File: src/io_bus_pkg.sv
// IO bus widths and device address map
package io_bus_pkg;

   ////////////////////
   // bus geometry

   localparam int ADDR_W = 32;   // byte address
   localparam int DATA_W = 64;   // one bus word
   localparam int SEL_W  = DATA_W / 8;   // byte lanes

   ////////////////////
   // device map

   // region hit compares the address bits above the mask boundary
   localparam logic [ADDR_W-1:0] REGION_MASK = 32'hFFFF_0000;

   localparam logic [ADDR_W-1:0] BRAM_BASE = 32'h0000_0000;
   localparam logic [ADDR_W-1:0] IRQ_BASE  = 32'h0001_0000;

   ////////////////////
   // interrupt register offsets within IRQ_BASE

   localparam logic [ADDR_W-1:0] IRQ_PEND_OFS = 32'h0000_0000;   // write one to clear
   localparam logic [ADDR_W-1:0] IRQ_EN_OFS   = 32'h0000_0008;

endpackage

File: src/io_decoder.sv
// IO address decoder with slave select, response return and unmapped error
module io_decoder #(
   parameter int BRAM_BYTES = 4096
) (
   input  logic                              ram_clk,
   input  logic                              reset_i,
   input  logic                              bus_stb_i,
   input  logic [io_bus_pkg::ADDR_W-1:0]     bus_adr_i,
   output logic                              bus_ack_o,
   output logic                              bus_err_o,
   output logic [io_bus_pkg::DATA_W-1:0]     bus_dat_o,
   output logic                              bram_stb_o,
   input  logic                              bram_ack_i,
   input  logic [io_bus_pkg::DATA_W-1:0]     bram_dat_i,
   output logic                              irq_stb_o,
   input  logic                              irq_ack_i,
   input  logic [io_bus_pkg::DATA_W-1:0]     irq_dat_i
);

   localparam logic [io_bus_pkg::ADDR_W-1:0] BRAM_TOP = BRAM_BYTES;

   logic [io_bus_pkg::ADDR_W-1:0] region;
   logic [io_bus_pkg::ADDR_W-1:0] offset;
   logic                          bram_hit;
   logic                          irq_hit;
   logic                          err_q;

   assign region = bus_adr_i & io_bus_pkg::REGION_MASK;
   assign offset = bus_adr_i & ~io_bus_pkg::REGION_MASK;

   // RAM region only counts below the configured size
   assign bram_hit = (region == io_bus_pkg::BRAM_BASE) && (offset < BRAM_TOP);
   assign irq_hit  = (region == io_bus_pkg::IRQ_BASE);

   assign bram_stb_o = bus_stb_i & bram_hit;
   assign irq_stb_o  = bus_stb_i & irq_hit;

   ////////////////////
   // error slave for everything else

   always_ff @(posedge ram_clk) begin
      if (reset_i)
         err_q <= 1'b0;
      else
         err_q <= bus_stb_i & ~bram_hit & ~irq_hit & ~err_q;   // one pulse
   end

   // address is held until the response, so the hit picks the return path
   assign bus_ack_o = (bram_hit & bram_ack_i) | (irq_hit & irq_ack_i);
   assign bus_err_o = err_q;
   assign bus_dat_o = bram_hit ? bram_dat_i : irq_dat_i;

   a_one_slave: assert property (@(posedge ram_clk) disable iff (reset_i)
      !(bram_stb_o && irq_stb_o));

endmodule

File: config.mk
export PLATFORM = sky130hd
export DESIGN_NAME = io_decoder
export DESIGN_NICKNAME = d
export VERILOG_FILES = /design/src/io_bus_pkg.sv /design/src/io_decoder.sv
export SDC_FILE = /design/constraint.sdc
export NUM_CORES = 1
export LEC_CHECK = 0
export BUFFER_PORTS_ARGS = -buffer_cell sky130_fd_sc_hd__clkbuf_2
export CORE_AREA = 2 2 90 92
export CTS_CLUSTER_SIZE = 24
export DETAILED_ROUTE_END_ITERATION = 8
export DIE_AREA = 0 0 92 94
export PLACE_DENSITY = 0.56
export SYNTH_ARGS = -nofsm -noshare
export SYNTH_HDL_FRONTEND = slang
export SYNTH_SLANG_ARGS = --single-unit
export TNS_END_PERCENT = 10
File: constraint.sdc
create_clock -name ram_clk -period 2.4 [get_ports ram_clk]
set_input_delay 0.24 -clock ram_clk [delete_from_list [all_inputs] [get_ports ram_clk]]
set_output_delay 0.24 -clock ram_clk [all_outputs]
set_load 0.01 [all_outputs]
# Yosys cells after proc, flatten, opt, wreduce, memory -nomap -nowiden
# Cells that the tools add are included.
[word_totals] ff_bits=1 in_bits=165 out_inout_bits=68 wordCells=17
[op_classes] order_cmp=1 n_eq_ne=1 n_mux=1 bitwise=11 n_reduce_logical=2
[op_table] operator="$mux 64" count=1
[op_table] operator="$logic_not 32->1" count=1
[op_table] operator="$eq 16x1->1 const B" count=1
[op_table] operator="$lt 16x13->1 const B" count=1
[op_table] operator="$and 1x1->1" count=7
[op_table] operator="$not 1->1" count=3
[op_table] operator="$logic_and 1x1->1" count=1
[op_table] operator="$or 1x1->1" count=1

# Logic depth before layout (Yosys ltp)
[logic_depth] depth_word=6 mapped_depth=6 depth_no_buf=4

# Worst setup path after synthesis
# OpenSTA, ideal clock, no wires.
[synth_timing] path_kind="input-to-output" from="input bus_adr_i[16] (netlist name)" to="output bus_dat_o[25] (netlist name)" t_arrival_ps=1723 required_time_ps=2160 slack_ps=437 cell_stages=5 path_buffers=2 path_cell_list="or4_1 -> or3_4 -> buf_6 -> buf_6 -> mux2_4"
[synth_via] elab_chain_cells=3
[synth_lines] item="from (decl)" line_no="io_decoder.sv:8" text="input logic [io_bus_pkg::ADDR_W-1:0] bus_adr_i,"
[synth_lines] item="$logic_not 32->1" line_no="io_decoder.sv:32" text="assign bram_hit = (region == io_bus_pkg::BRAM_BASE) && (offset < BRAM_TOP);"
[synth_lines] item="$logic_and 1x1->1" line_no="io_decoder.sv:32"
[synth_lines] item="$mux 64" line_no="io_decoder.sv:51" text="assign bus_dat_o = bram_hit ? bram_dat_i : irq_dat_i;"
[synth_lines] item="to (decl)" line_no="io_decoder.sv:11" text="output logic [io_bus_pkg::DATA_W-1:0] bus_dat_o,"
# Every way passes these cells.

# Worst setup path in the final report
[layout_timing] from="input bus_adr_i[27] (netlist name)" to="output bus_dat_o[36] (netlist name)"
# The elaborated chain is that of the path after synthesis.

==> qor.csv <==
stage,metric,value,unit
pwr,clkPwrFrac,0,%
synth,syn_avg_cell_area,11.9,um2
placed_design,port_buffers,220,
sta,final.setup.tns,0,ns
run,drv_cap,0,
layout,layout_common_cells,"clkbuf_2 (220), mux2_4 (38), mux2_2 (26), nor4_1 (3), nor3_1 (3)",
drt,drt_iter0_drc,17,
pwr,seqPwrFrac,6.1,%
sta,tightest_slew,0.257,ns
global_route,antenna_found_initial,0,
status,status,finished clean,
pwr,peakVddDrop,66.4,uV
layout,fin_nets,470,
placed_design,pre_cts_slack,0.205,ns
global_route,grt_overflow_total,0,
global_route,grt_max_degree,35,
global_route,grt_first_pass_wirelength,6030,um
sta,post-route-period-util,90.5,%
drt,post_drt_wl_per_cell,10.6,um
drt,antenna_left,0,
floorplanning,core-area,7610,um2
global_route,use_met3,1.93,%
layout,register_area,20.0,um2
drt,wl,4310,um
clocking,clock_latency,0,ns
sta,fin_crit,2.17,ns
synth,ys_seq_area_share,1.91,%
sta,final-hold-violation-count,0,
worst_hold_path,hp-class,input port to flop,
setup_path,worstSetupPathType,input port to primary output,
placed_design,place_hpwl,4030,um
sta,rsz0062_at_grt,no,
global_route,busiest_layer,met2,
layout,multi_input_area,952,um2
sta,fin_skew,0,ns
floorplanning,die-area,8650,um2
layout,area_growth,115,%
synth,syn_inst,88,
layout,n_antenna_cell,0,
drt,drt-pass1-iter-count,3,
clocking,post_cts.repair.setup_buffers,0,
placed_design,routabilityCongestion,0.680,
setup_path,start_kind,input port,
synth,yosys_warnings,0,
layout,layout_commonest_cell,clkbuf_2,
synth,syn-num-nets,253,
pwr,p_sw_share,33.7,%
synth,synth-seq-cells,1,
sta,maxSlewHeadroom,82.7,%
global_route,grt_pass1_vias,1417,
drt,post-route-drc-count,0,
synth,ys_types,15,
clocking,post_cts_resized,0,
setup_path,critPathArrivalTime,1.93,ns
floorplanning,fp-row-count,32,
drt,avgViaCountPerCell,3.84,
floorplanning,die_w,92,um
pwr,power,302,uW
synth,synth_area,1050,um2
layout,layout-drive-gt1-share,94.7,%
sta,max_freq,461,MHz
floorplanning,die_y,94,um
setup_path,cp_max_fo,34,
sta,setup_ws,0.229,ns
global_route,use_met2,16.6,%
setup_path,required,2.16,ns
layout,largest_reg_flops,1,
layout,nFillCells,835,
pwr,internal_power,201,uW
sta,setup_viol,0,
pwr,power_switching,102,uW
drt,via_count,1554,
sta,drv_slew,0,
pwr,p_comb_share,93.9,%
global_route,met1_usage,8.77,%
pwr,powerDensity,135,nW/um2
pwr,p_leak,1.45,nW
setup_path,cp-end-kind,primary output,
floorplanning,io_pins,233,
floorplanning,start_util,13.7,%
clocking,cts_hold_buf,0,
clocking,clk_pin_slew,0,ns
global_route,grtUsageTotal,8.10,%
synthesized netlist by cell type:
cell type,number,area share [%]
mux2_4,38,55
mux2_2,26,28
buf_6,5,5.4
nor3_1,3,1.4
nor4_1,3,1.8
buf_2,2,0.96
inv_1,2,0.72
nor2_1,2,0.72
a22o_1,1,0.84
dfxtp_1,1,1.9
nand4_1,1,0.60
nor3b_1,1,0.72
or3_1,1,0.60
or3_4,1,1.1
or4_1,1,0.72
metrics by stage:
stage               utilization [%]  hold slack, ns  cell area [um2]  instances
floorplan                         -           0.401             1050         88
global placement               29.6           0.486             2250        405
detailed placement             29.6           0.493             2250        405
CTS                            29.6           0.493             2250        405
global route                   29.6           0.523             2250        405
finish                         29.6           0.489             2250        405
critical path, cell delays in order:
cell	delay [ns]
clkbuf_2	0.08
nor4_1	0.29
nand4_1	0.21
or3_4	0.45
buf_12	0.19
mux2_4	0.32
clkbuf_2	0.13
path summary, 6_finish.rpt:
check                                   start       endpoint  slack, ns  cells past startpoint
worst max-delay path            bus_adr_i[27]  bus_dat_o[36]       0.23                      7
worst min-delay path                  reset_i      bus_err_o       0.49                      3
worst max register to register      bus_err_o      bus_err_o       1.51                      2
worst min register to register      bus_err_o      bus_err_o       0.49                      2
power groups by stage:
stage	clock network [mW]	logic [mW]	registers, mW
global route	0	0.308	0.0184
global placement	0	0.282	0.0183
finish	0	0.284	0.0183
floorplan	0	0.108	0.0188
CTS	0	0.288	0.0183
detailed placement	0	0.287	0.0183
cell families after synthesis:
group | count (synthesis) | share of synthesized area (%)
multiplexers | 64 | 82.5
AND/OR/NAND/NOR | 13 | 7.66
buffers and inverters | 9 | 7.06
AO/OA/AOI/OAI | 1 | 0.837
flip-flops | 1 | 1.91
area by class of cell:
class | count | area share (%)
Sequential cell | 1 | 0.890
Inverter | 2 | 0.334
Timing Repair Buffer | 222 | 50.8
Multi-Input combinational cell | 78 | 42.3
Tap cell | 102 | 5.68
per-layer routing:
metal | wire length (um) | part of all wire, %
met1 | 1410 | 33
met4 | 0 | 0
met2 | 2280 | 53
met3 | 623 | 14
met5 | 0 | 0
(Power assumes the default switching activity.)
