File: config.mk
export PLATFORM = sky130hd
export DESIGN_NAME = irq_regs
export DESIGN_NICKNAME = d
export VERILOG_FILES = /design/src/io_bus_pkg.sv /design/src/irq_regs.sv
export SDC_FILE = /design/constraint.sdc
export NUM_CORES = 1
export LEC_CHECK = 0
export ABC_AREA = 1
export BUFFER_PORTS_ARGS = -buffer_cell sky130_fd_sc_hd__buf_4
export CORE_AREA = 4 4 65 67
export DETAILED_ROUTE_END_ITERATION = 6
export DIE_AREA = 0 0 69 71
export GPL_ROUTABILITY_DRIVEN = 0
export MAX_ROUTING_LAYER = met4
export PLACE_DENSITY = 0.9
export RECOVER_POWER = 50
export SYNTH_ARGS = -nofsm -noshare
export SYNTH_HDL_FRONTEND = slang
export SYNTH_SLANG_ARGS = --single-unit
File: constraint.sdc
create_clock -name ram_clk -period 2.7 [get_ports ram_clk]
set_input_delay 0.27 -clock ram_clk [delete_from_list [all_inputs] [get_ports ram_clk]]
set_output_delay 0.27 -clock ram_clk [all_outputs]
set_load 0.05 [all_outputs]
File: src/io_bus_pkg.sv
// IO bus widths and device address map
package io_bus_pkg;

   ////////////////////
   // bus geometry

   localparam int ADDR_W = 32;   // byte address
   localparam int DATA_W = 64;   // one bus word
   localparam int SEL_W  = DATA_W / 8;   // byte lanes

   ////////////////////
   // device map

   // region hit compares the address bits above the mask boundary
   localparam logic [ADDR_W-1:0] REGION_MASK = 32'hFFFF_0000;

   localparam logic [ADDR_W-1:0] BRAM_BASE = 32'h0000_0000;
   localparam logic [ADDR_W-1:0] IRQ_BASE  = 32'h0001_0000;

   ////////////////////
   // interrupt register offsets within IRQ_BASE

   localparam logic [ADDR_W-1:0] IRQ_PEND_OFS = 32'h0000_0000;   // write one to clear
   localparam logic [ADDR_W-1:0] IRQ_EN_OFS   = 32'h0000_0008;

endpackage

File: src/irq_regs.sv
// interrupt pending and enable registers with combined request
module irq_regs #(
   parameter int IRQ_N = 2
) (
   input  logic                              ram_clk,
   input  logic                              reset_i,
   input  logic                              stb_i,
   input  logic                              we_i,
   input  logic [io_bus_pkg::ADDR_W-1:0]     adr_i,
   input  logic [io_bus_pkg::DATA_W-1:0]     dat_i,
   input  logic [io_bus_pkg::SEL_W-1:0]      sel_i,
   input  logic [IRQ_N-1:0]                  irq_src_i,
   output logic                              ack_o,
   output logic [io_bus_pkg::DATA_W-1:0]     dat_o,
   output logic                              irq_o
);

   logic [IRQ_N-1:0]              pend_q;
   logic [IRQ_N-1:0]              en_q;
   logic [IRQ_N-1:0]              clr;
   logic [io_bus_pkg::DATA_W-1:0] rd_q;
   logic [io_bus_pkg::ADDR_W-1:0] ofs;
   logic                          ack_q;
   logic                          acc;
   logic                          wr;

   assign ofs = adr_i & ~io_bus_pkg::REGION_MASK;
   assign acc = stb_i & ~ack_q;
   assign wr  = acc & we_i & sel_i[0];   // lane 0 carries the write

   assign clr = (wr && ofs == io_bus_pkg::IRQ_PEND_OFS) ? dat_i[IRQ_N-1:0] : '0;

   always_ff @(posedge ram_clk) begin
      if (reset_i) begin
         pend_q <= '0;
         en_q   <= '0;
         ack_q  <= 1'b0;
      end else begin
         pend_q <= (pend_q & ~clr) | irq_src_i;   // live source beats the clear
         if (wr && ofs == io_bus_pkg::IRQ_EN_OFS)
            en_q <= dat_i[IRQ_N-1:0];
         ack_q <= acc;
      end
   end

   // read mux, zero for unused offsets
   always_ff @(posedge ram_clk) begin
      if (acc) begin
         if (ofs == io_bus_pkg::IRQ_PEND_OFS)
            rd_q <= io_bus_pkg::DATA_W'(pend_q);
         else if (ofs == io_bus_pkg::IRQ_EN_OFS)
            rd_q <= io_bus_pkg::DATA_W'(en_q);
         else
            rd_q <= '0;
      end
   end

   assign ack_o = ack_q;
   assign dat_o = rd_q;
   assign irq_o = |(pend_q & en_q);

endmodule

# After elaboration in Yosys (flattened, before gate mapping)

Cells that the tools add are included.

Bits in registers: 69
Bits of input ports: 110
Output and inout port bits: 66
Word-level logic and storage cells: 21

Eq/ne operators: 1
Mux-type cells: 3
Bitwise logic cells: 8
Reduce and logical (&&, ||, !) cells: 4

Operators by type and width:

| operator              | count |
|---|---|
| $logic_not A32 Y1     | 1 |
| $eq A16 B4 Y1 const B | 1 |
| $mux W2               | 3 |
| $and A2 B2 Y2         | 2 |
| $and A1 B1 Y1         | 3 |
| $logic_and A1 B1 Y1   | 2 |
| $not A2 Y2            | 1 |
| $or A2 B2 Y2          | 1 |
| $reduce_or A2 Y1      | 1 |
| $not A1 Y1            | 1 |

# Depth between registers and ports, before layout

Depth in word-level cells: 9
Mapped depth: 7
Depth with buffers taken out: 7

# Worst setup path before layout

Ideal clock, no wire load.

Path kind: register to output
From: register en_q[1]
To: output port irq_o
Arrival time: 1.117 ns
Data required time: 2.430 ns
Setup slack: 1.313 ns
Cell stages (with the launch flop): 3
Buffers on the path: 0
Path through: dfxtp_1 -> inv_1 -> o22ai_1

Longest elaborated chain between the ends: 2

Ends and longest elaborated chain:

| item                   | RTL line       | source |
|---|---|---|
| start, declared        | irq_regs.sv:19 | `logic [IRQ_N-1:0] en_q;` |
| start signal, assigned | irq_regs.sv:41 | `en_q <= dat_i[IRQ_N-1:0];` |
| $and A2 B2 Y2          | irq_regs.sv:60 | `assign irq_o = \|(pend_q & en_q);` |
| $reduce_or A2 Y1       | irq_regs.sv:60 |  |
| end, declared          | irq_regs.sv:15 | `output logic irq_o` |

Every way passes these cells.

# Worst setup path in the final report

From: register ack_q, in the netlist ack_o
To: output port ack_o

RTL lines:

| item                   | RTL line       | source |
|---|---|---|
| start, declared        | irq_regs.sv:23 | `logic ack_q;` |
| start signal, assigned | irq_regs.sv:37 | `ack_q <= 1'b0;` |
| start signal, assigned | irq_regs.sv:42 | `ack_q <= acc;` |
| end, declared          | irq_regs.sv:13 | `output logic ack_o,` |

No word-level cell between the ends.

==> run metrics <==
Residual DRC=0; Tightest Pin Transition=0.6013 ns; R2R setup slack=1.69 ns; share of total power consumed by net switching=0.5184; via-per-instance ratio=3.237; Synth cell types=14; Final Hold Viols=0; Worst EP required=2.43 ns; cell with the largest stage delay on the worst path=clkbuf_1; global-route congestion overflow total=0; worst path cell trace=clkbuf_1; maximum number of pins on one net before global-route repair=6; final setup vio count=0; Die X-Extent=69 µm; Post-CTS Hold Fix Bufs=0; Yosys Warn Count=0; die span in y=71 µm; top cells by area, synth=buf_4 54%, dfxtp_1 12%, edfxtp_1 7.0%, nand2_1 6.1%, nor2_1 5.7%; proportion of layout cells with a drive suffix above 1=0.2333; # fillers=418; Syn Inst Count=119; routed via count=641; Syn-to-layout area delta=8.721%; launch point of the worst reg-to-reg path=ack_o; maximum root-to-sink buffer count=2; hold depth=2; run status=complete, no violations; launch point of the worst hold path=reset_i; Worst Setup Start Kind=register; Max Clock Skew=0.0009693 ns; setup repair after global routing missed its margin=false; PostCTS Resize Cnt=0; cell taking the most area after synthesis=buf_4; endpoint arrival time on the critical path=1.03 ns; number of setup buffers added after CTS=0; total standard cell area after synthesis=860.8 µm²; power per cell area=540.8 nW/µm²; total internal power=0.0002437 W; post-synthesis average cell area=7.234 µm²; cell family with most CP delay=buffers and inverters; global-route wire length before repair=2.063 mm; critical path fanouts, max=2; insertion delay to the later sink of the worst-skew pair=0.23 ns; IO Port Bufs=28; total wire length after detailed routing=1.441 mm; Worst Reg2Reg Path Length in Cells=6; share of the clock period used by the worst path after layout=0.4806; Total Die Area=4899 µm²; Bufs and invs on worst path=1; CTS tree=built; Net Sw Power=0.0002624 W; Final #Nets=261; Clock H-tree levels=1; category of the worst setup path capture point=output port; Sequential Power Share=0.226; part of the power in the clock network=0.298; TritonRoute pass-1 iters=4; effective utilization at floorplan=0.2369; minimum clock period after layout=1.298 ns; register area=160.2 µm²; antenna diode count=0; Inst Count DP=194; final count of pins violating max slew=0; multi-input combinational cell area=430.4 µm²; non-filler cells, final=198; setup tns final=0 ns; via count of the first global-routing pass=524; area share of the leading cell type in the synthesized netlist=0.5407; clock sink count=7; post-CTS clock slew at the launch and capture registers of the worst setup and hold paths=0.04 ns; count of antenna-violating nets left after detailed routing=0; placeable core area=3633 µm²; hold crit path type=primary input to register; number of max-cap violations=0; number of core rows=22; number of antenna violations at the first check in global routing=0; worst vdd rail ir drop=0.1261 mV; number of DRC markers in iteration 0=20; GRT Overall Usage=0.05345; destination of the worst register-to-register timing path=pend_q[1]; hold path endpoint=pend_q[0]; number of placed I/O pins=176; Max-slew headroom=0.6009; synthesized flop and latch total=7; clock buffer count from CTS=3; slowest cell delay on critical path=0.48 ns; maximum achievable frequency=0.7707 GHz; average detailed-routed wire length per instance=7.278 µm; overall power=0.0005061 W; standby leakage power=0.5198 nW; category of the most critical setup path=register to output port; part of the Yosys area used for sequential elements=0.1860; proportion of power drawn by combinational gates=0.476; buffer cell driving the clock tree root=clkbuf_8; detailed placement HPWL=1.306 mm
## cell type report
cell class                      count  area share
Clock buffer                        4     0.04813
Inverter                            9     0.03610
Multi-Input combinational cell    102      0.4599
Sequential cell                     7      0.1711
Tap cell                           48     0.06417
Timing Repair Buffer               28      0.2206
## sequential cells by signal, indices dropped and copies added, names as in the netlist
| name | flops |
|---|---|
| pend_q | 2 |
| en_q | 2 |
| ack_o | 1 |
| dat_o | 2 |
## worst max path at each step
stage          startpoint       end  slack (ns)  cells after the start
2_1_floorplan     en_q[1]     irq_o        1.31                      2
3_3_place_gp    adr_i[11]  dat_o[0]        1.56                      6
3_5_place_dp     adr_i[7]  dat_o[0]        1.52                      6
4_1_cts         pend_q[1]     irq_o        1.44                      3
5_1_grt             ack_o     ack_o        1.37                      1
6_report            ack_o     ack_o        1.40                      1
## kinds of logic after synthesis
kind of cell           after synthesis  synth area share
DFF                                  7            0.1861
AOI/OAI and AO/OA                    5           0.03343
other                                1          0.004356
and+or+nand+nor                     35            0.1962
buffers and inverters               71            0.5799
## power by group through the flow
stage,Clock (W),Combinational [W],Sequential [W]
floorplan,0,0.000269,0.000124
CTS,0.000153,0.000240,0.000114
finish,0.000151,0.000241,0.000114
global placement,0,0.000238,0.000116
detailed placement,0,0.000240,0.000116
global route,0.000162,0.000251,0.000115
## stage by stage
| step | setup WS (ns) | utilization | hold slack, ns | cell area, µm² |
|---|---|---|---|---|
| 6_report | 1.403 | 0.2576 | 0.2236 | 935.9 |
| 3_5_place_dp | 1.522 | 0.2462 | 0.4557 | 894.6 |
| 3_3_place_gp | 1.560 | 0.2462 | 0.4537 | 894.6 |
| 4_1_cts | 1.443 | 0.2586 | 0.2185 | 939.7 |
| 2_1_floorplan | 1.313 | - | 0.3391 | 1090 |
| 5_1_grt | 1.366 | 0.2576 | 0.2298 | 935.9 |
## synth_stat cells
cell type,count
a21oi_1,2
buf_4,62
conb_1,1
dfxtp_1,5
edfxtp_1,2
inv_1,9
nand2_1,14
nand3_4,1
nand3b_1,1
nand4_1,2
nor2_1,13
nor2_2,3
nor2_4,1
o22ai_1,3
## routing by layer
layer | vias up | share of wire | wire length, µm | GRT usage
li1 | 301 | - | - | -
met1 | 261 | 0.31 | 446 | 0.05152
met2 | 76 | 0.45 | 643 | 0.09004
met3 | 3 | 0.23 | 330 | 0.02131
met4 | 0 | 0.015 | 21 | 0.03254
met5 | - | 0 | 0 | -
## cell usage in the layout (no fill, tap or decap), types with 3 or more instances in the layout
cell type and n:
buf_4 26, clkbuf_8 3, conb_1 62, dfxtp_1 5
inv_1 9, nand2_1 14, nor2_1 13, nor2_2 3
o22ai_1 3
No activity file was read; power rests on OpenSTA's default activity.
