<file path="src/io_bus_pkg.sv">
// IO bus widths and device address map
package io_bus_pkg;

   ////////////////////
   // bus geometry

   localparam int ADDR_W = 32;   // byte address
   localparam int DATA_W = 64;   // one bus word
   localparam int SEL_W  = DATA_W / 8;   // byte lanes

   ////////////////////
   // device map

   // region hit compares the address bits above the mask boundary
   localparam logic [ADDR_W-1:0] REGION_MASK = 32'hFFFF_0000;

   localparam logic [ADDR_W-1:0] BRAM_BASE = 32'h0000_0000;
   localparam logic [ADDR_W-1:0] IRQ_BASE  = 32'h0001_0000;

   ////////////////////
   // interrupt register offsets within IRQ_BASE

   localparam logic [ADDR_W-1:0] IRQ_PEND_OFS = 32'h0000_0000;   // write one to clear
   localparam logic [ADDR_W-1:0] IRQ_EN_OFS   = 32'h0000_0008;

endpackage

</file>
<file path="src/io_arbiter.sv">
// round-robin arbiter sharing one IO bus between two masters
module io_arbiter (
   input  logic                              ram_clk,
   input  logic                              reset_i,
   // m0, processor side
   input  logic                              m0_cyc_i,
   input  logic                              m0_stb_i,
   input  logic                              m0_we_i,
   input  logic [io_bus_pkg::ADDR_W-1:0]     m0_adr_i,
   input  logic [io_bus_pkg::DATA_W-1:0]     m0_dat_i,
   input  logic [io_bus_pkg::SEL_W-1:0]      m0_sel_i,
   output logic                              m0_ack_o,
   output logic                              m0_err_o,
   output logic [io_bus_pkg::DATA_W-1:0]     m0_dat_o,
   // m1, host side
   input  logic                              m1_cyc_i,
   input  logic                              m1_stb_i,
   input  logic                              m1_we_i,
   input  logic [io_bus_pkg::ADDR_W-1:0]     m1_adr_i,
   input  logic [io_bus_pkg::DATA_W-1:0]     m1_dat_i,
   input  logic [io_bus_pkg::SEL_W-1:0]      m1_sel_i,
   output logic                              m1_ack_o,
   output logic                              m1_err_o,
   output logic [io_bus_pkg::DATA_W-1:0]     m1_dat_o,
   // shared bus
   output logic                              bus_cyc_o,
   output logic                              bus_stb_o,
   output logic                              bus_we_o,
   output logic [io_bus_pkg::ADDR_W-1:0]     bus_adr_o,
   output logic [io_bus_pkg::DATA_W-1:0]     bus_dat_o,
   output logic [io_bus_pkg::SEL_W-1:0]      bus_sel_o,
   input  logic                              bus_ack_i,
   input  logic                              bus_err_i,
   input  logic [io_bus_pkg::DATA_W-1:0]     bus_dat_i
);

   logic [1:0] gnt_q;     // one-hot, bit 1 is m1
   logic       last_q;    // 1 when m1 was served last
   logic       idle;

   // bus is free when nobody holds it or the holder let cyc go
   assign idle = ~((gnt_q[0] & m0_cyc_i) | (gnt_q[1] & m1_cyc_i));

   always_ff @(posedge ram_clk) begin
      if (reset_i) begin
         gnt_q  <= 2'b00;
         last_q <= 1'b0;
      end else if (idle) begin
         if (m0_cyc_i && m1_cyc_i) begin
            gnt_q  <= last_q ? 2'b01 : 2'b10;   // the other one's turn
            last_q <= ~last_q;
         end else if (m0_cyc_i) begin
            gnt_q  <= 2'b01;
            last_q <= 1'b0;
         end else if (m1_cyc_i) begin
            gnt_q  <= 2'b10;
            last_q <= 1'b1;
         end else begin
            gnt_q  <= 2'b00;
         end
      end
   end

   ////////////////////
   // request and response routing

   assign bus_cyc_o = (gnt_q[0] & m0_cyc_i) | (gnt_q[1] & m1_cyc_i);
   assign bus_stb_o = (gnt_q[0] & m0_stb_i) | (gnt_q[1] & m1_stb_i);
   assign bus_we_o  = gnt_q[1] ? m1_we_i  : m0_we_i;
   assign bus_adr_o = gnt_q[1] ? m1_adr_i : m0_adr_i;
   assign bus_dat_o = gnt_q[1] ? m1_dat_i : m0_dat_i;
   assign bus_sel_o = gnt_q[1] ? m1_sel_i : m0_sel_i;

   assign m0_ack_o = gnt_q[0] & bus_ack_i;
   assign m0_err_o = gnt_q[0] & bus_err_i;
   assign m0_dat_o = gnt_q[0] ? bus_dat_i : '0;
   assign m1_ack_o = gnt_q[1] & bus_ack_i;
   assign m1_err_o = gnt_q[1] & bus_err_i;
   assign m1_dat_o = gnt_q[1] ? bus_dat_i : '0;

   a_gnt_onehot: assert property (@(posedge ram_clk) disable iff (reset_i)
      !(gnt_q[0] && gnt_q[1]));

   // the granted master must still hold its cycle open
   a_stb_granted: assert property (@(posedge ram_clk) disable iff (reset_i)
      $rose(bus_stb_o) |-> bus_cyc_o);

endmodule

</file>
<file path="config.mk">
export PLATFORM = sky130hd
export DESIGN_NAME = io_arbiter
export DESIGN_NICKNAME = d
export VERILOG_FILES = /design/src/io_bus_pkg.sv /design/src/io_arbiter.sv
export SDC_FILE = /design/constraint.sdc
export NUM_CORES = 1
export LEC_CHECK = 0
export BUFFER_PORTS_ARGS = -buffer_cell sky130_fd_sc_hd__buf_2
export CORE_AREA = 2 2 202 204
export DETAILED_ROUTE_END_ITERATION = 16
export DIE_AREA = 0 0 204 206
export SLEW_MARGIN = 40
export SYNTH_ARGS = -nofsm -noshare
export SYNTH_HDL_FRONTEND = slang
export SYNTH_SLANG_ARGS = --single-unit
</file>
<file path="constraint.sdc">
create_clock -name ram_clk -period 3.3 [get_ports ram_clk]
set_input_delay 0.66 -clock ram_clk [delete_from_list [all_inputs] [get_ports ram_clk]]
set_output_delay 0.66 -clock ram_clk [all_outputs]
set_load 0.01 [all_outputs]
</file>
Yosys cells after proc, flatten, opt, wreduce, memory -nomap -nowiden
Cells that the tools add are included.

Mux-type cells: 13. Bitwise operators: 12. Reductions and logical operators: 3.

Operator list (number): two-way mux 64 bit (3); two-way mux 32 bit (1); bitwise AND 1 bit (8); two-way mux 2 bit (4); two-way mux 8 bit (1); two-way mux 1 bit (4); nonzero test 3 bit (1); NOT 1 bit (2); OR 1 bit (2); AND reduction 2 bit (1); logical AND 1 bit (1).

Flip-flop bits (word level): 3. Word-level logic and storage cells: 30.

Depth between registers and ports, before layout
Depth in word-level cells: 4. Depth in mapped cells: 5.

Least setup slack after synthesis
Ideal clock, no wire load.

Kind: register -> output. Start point: register gnt_q[1]. End point: output bus_dat_o[61] in the netlist's numbering. Arrival time: 1.031 ns. Slack: 1.609 ns. Cell stages (with the launch flop): 5. Cell sequence: dfxtp_1 -> buf_6 -> buf_6 -> buf_6 -> mux2_2.

Word-level cells in the longest chain between the ends: 1.

Ends and longest elaborated chain: from (decl) (RTL line io_arbiter.sv:37) `logic [1:0] gnt_q;`; from (signal assigned) (RTL line io_arbiter.sv:50) `gnt_q <= last_q ? 2'b01 : 2'b10;`; two-way mux 64 bit (RTL line io_arbiter.sv:71) `assign bus_dat_o = gnt_q[1] ? m1_dat_i : m0_dat_i;`; to (decl) (RTL line io_arbiter.sv:30) `output logic [io_bus_pkg::DATA_W-1:0] bus_dat_o,`.

Every way passes these cells.

Final worst setup path
Start point: register gnt_q[1]. End point: output bus_dat_o[56] in the netlist's numbering.

Same word-level chain as after synthesis.

==> impl_metrics.json <==
{
  "status": "complete, no violations",
  "finalCritPeriodShare_pct": 71.9,
  "io_buffers": 520,
  "drc": 0,
  "critPathCaptureType": "primary output",
  "crit_fanout": 85,
  "finalHoldViolCount": 0,
  "start_kind": "flip-flop",
  "grt_max_degree": 86,
  "clock_power_share_pct": 19.7,
  "clk_latency_ns": 0.23,
  "worstPathArrival_ns": 1.71,
  "r2r_cells": 4,
  "vias_per_cell": 3.03,
  "fin_util_pct": 13.9,
  "initial_core_util_pct": 5.81,
  "p_leak_nw": 3.12,
  "row_count": 74,
  "wirelength_um": 14400,
  "ant_nets": 0,
  "post_cts_buffers": 0,
  "yosysTopAreaCell": "mux2_2",
  "ir_worst_vdd_mv": 0.0931,
  "slew_headroom_pct": 64.4,
  "power_switching_uw": 400,
  "synthArstFlopShare_pct": 0,
  "nets": 1068,
  "antenna_found_initial": 1,
  "yosysMostFrequentCell": "and2_1",
  "grt_pass1_vias": 3308,
  "synth_seq_cells": 3,
  "gp_congestion": 0.759,
  "dp_hpwl_um": 12700,
  "crit_required_ns": 2.64,
  "synth_cell_types": 19,
  "fin_setup_tns_ns": 0,
  "hold_depth": 2,
  "fin_ws_ns": 0.927,
  "min_period_ns": 2.37,
  "finalSetupViolCount": 0,
  "placed_area_mm2": 0.00551,
  "core_mm2": 0.0402,
  "p_per_area_mw_per_mm2": 180,
  "netlist_instances": 283,
  "report.final.slew_viol_count": 0,
  "dp_slack_ns": 1.16,
  "ios": 521,
  "synth_edf_count": 0,
  "cp-startpoint": "gnt_q[1]",
  "fmax_mhz": 421,
  "fillerInstances": 4580,
  "cts_tree": "built",
  "switching_share_pct": 39.6,
  "clockBufferDepth": 2,
  "grt-ovfl-total": 0,
  "postSynthAreaPerCell_um2": 8.25,
  "groute.usage.overall_pct": 5.52,
  "netlist_area_mm2": 0.00234,
  "seq_area_frac_synth_pct": 2.57,
  "cts_resized": 0,
  "via_count": 3989,
  "root_buffer": "clkbuf_16",
  "rr_startpoint": "gnt_q[0]",
  "antennaDiodeCount": 0,
  "clkSinkCount": 3,
  "p_int_uw": 609,
  "synth_top_area_share_pct": 50.6,
  "hold_path_class": "flip-flop to flip-flop",
  "ys_top_cells_by_area": "mux2_2 51%, and2_1 35%, buf_6 3.4%",
  "drtIter0Drc": 160,
  "fp.dieH_um": 206,
  "clk_pin_slew_ns": 0.03,
  "clock_skew_ns": 0.00120,
  "post-route-cell-area_mm2": 0.00559,
  "crit_type": "flip-flop to primary output",
  "cts_htree_levels": 1,
  "ys_dominant_reg_cell": "dfxtp_1",
  "grt_pass1_wl_um": 17900,
  "drive_gt1_share_pct": 81.1,
  "first_pass_iters": 4,
  "drv_cap": 0,
  "worstHoldStart": "last_q",
  "die-area_mm2": 0.0420,
  "syn2layout_area_growth_pct": 139,
  "syn_nets": 565,
  "die_w_um": 204,
  "seq_power_share_pct": 6.1,
  "whs_ns": 0.507,
  "pwr-share-comb_pct": 74.2,
  "cts_buffers": 3,
  "grt_setup_unrepaired": "no",
  "ys_warn_count": 0,
  "worstMarginPinSlew_ns": 0.534,
  "cts_hold_buffers": 0,
  "wire_per_inst_um": 11.0,
  "synthTopCellsByCount": "132 x and2_1, 105 x mux2_2, 13 x clkbuf_1"
}
-- state kept, by name, summed over array words and instances, names as in the netlist --
signal  count
last_q      1
gnt_q       2
-- placed cells by master, fill, tap and decap left out --
| master | count |
|---|---|
| o211ai_1 | 1 |
| dfxtp_4 | 2 |
| a21oi_1 | 1 |
| mux2_2 | 105 |
| o21ai_0 | 3 |
| clkbuf_1 | 1 |
| buf_2 | 520 |
| a22oi_1 | 1 |
| and2_1 | 132 |
| nand2b_1 | 2 |
| a311oi_2 | 1 |
| nor2_1 | 1 |
| buf_4 | 3 |
| nand2_1 | 1 |
| inv_1 | 2 |
| a22o_1 | 1 |
| a21oi_2 | 1 |
| a21o_1 | 1 |
| dfxtp_1 | 1 |
| buf_12 | 2 |
| clkbuf_16 | 3 |
-- routing by layer --
layer,share of wire [%],up-vias,track usage (%)
li1,-,1957,-
met4,0.75,2,1.06
met3,8.4,9,0.725
met2,50,239,9.55
met1,40,1782,7.33
met5,0.12,-,0
-- stage by stage --
stage               total power [mW]  std cells
floorplan                      0.428        283
global placement               0.804       1313
detailed placement             0.813       1313
CTS                             1.02       1317
global route                    1.09       1317
finish                          1.01       1317
-- logic make-up (layout without fill, tap and decap cells) --
kind of cell,count (synthesis),after routing,share of synthesized area (%)
flops,3,3,2.57
simple gates,136,136,36.2
buf+inv,29,531,7.39
compound gates,10,10,3.21
mux,105,105,50.6
-- final cells by class --
type                    instances  area, µm²  share of cell area, %
multi-input cells             251       2100                   37.6
well taps                     532        666                   11.9
inverters                       2       7.51                  0.134
clock buffers                   4       78.8                   1.41
flip-flops and latches          3       67.6                   1.21
repair buffers                525       2670                   47.7
-- critical path, stage by stage (launching register included) --
cell and delay [ns]:
dfxtp_4 0.54, buf_12 0.33, mux2_2 0.39, buf_2 0.14
-- power groups by stage --
stage	logic [mW]	clock network [mW]	registers, mW
2_1_floorplan	0.386	0	0.0422
3_3_place_gp	0.741	0	0.0627
3_5_place_dp	0.749	0	0.0639
4_1_cts	0.753	0.202	0.0635
5_1_grt	0.810	0.210	0.0661
6_report	0.749	0.198	0.0616
-- path summary, 6_finish.rpt --
kind / slack (ns) / to
setup reg to reg: 1.89 / last_q
hold reg to reg: 0.51 / last_q
setup / recovery: 0.93 / bus_dat_o[56]
hold / removal: 0.51 / last_q
Note: power is estimated with default switching activity, not from simulation.
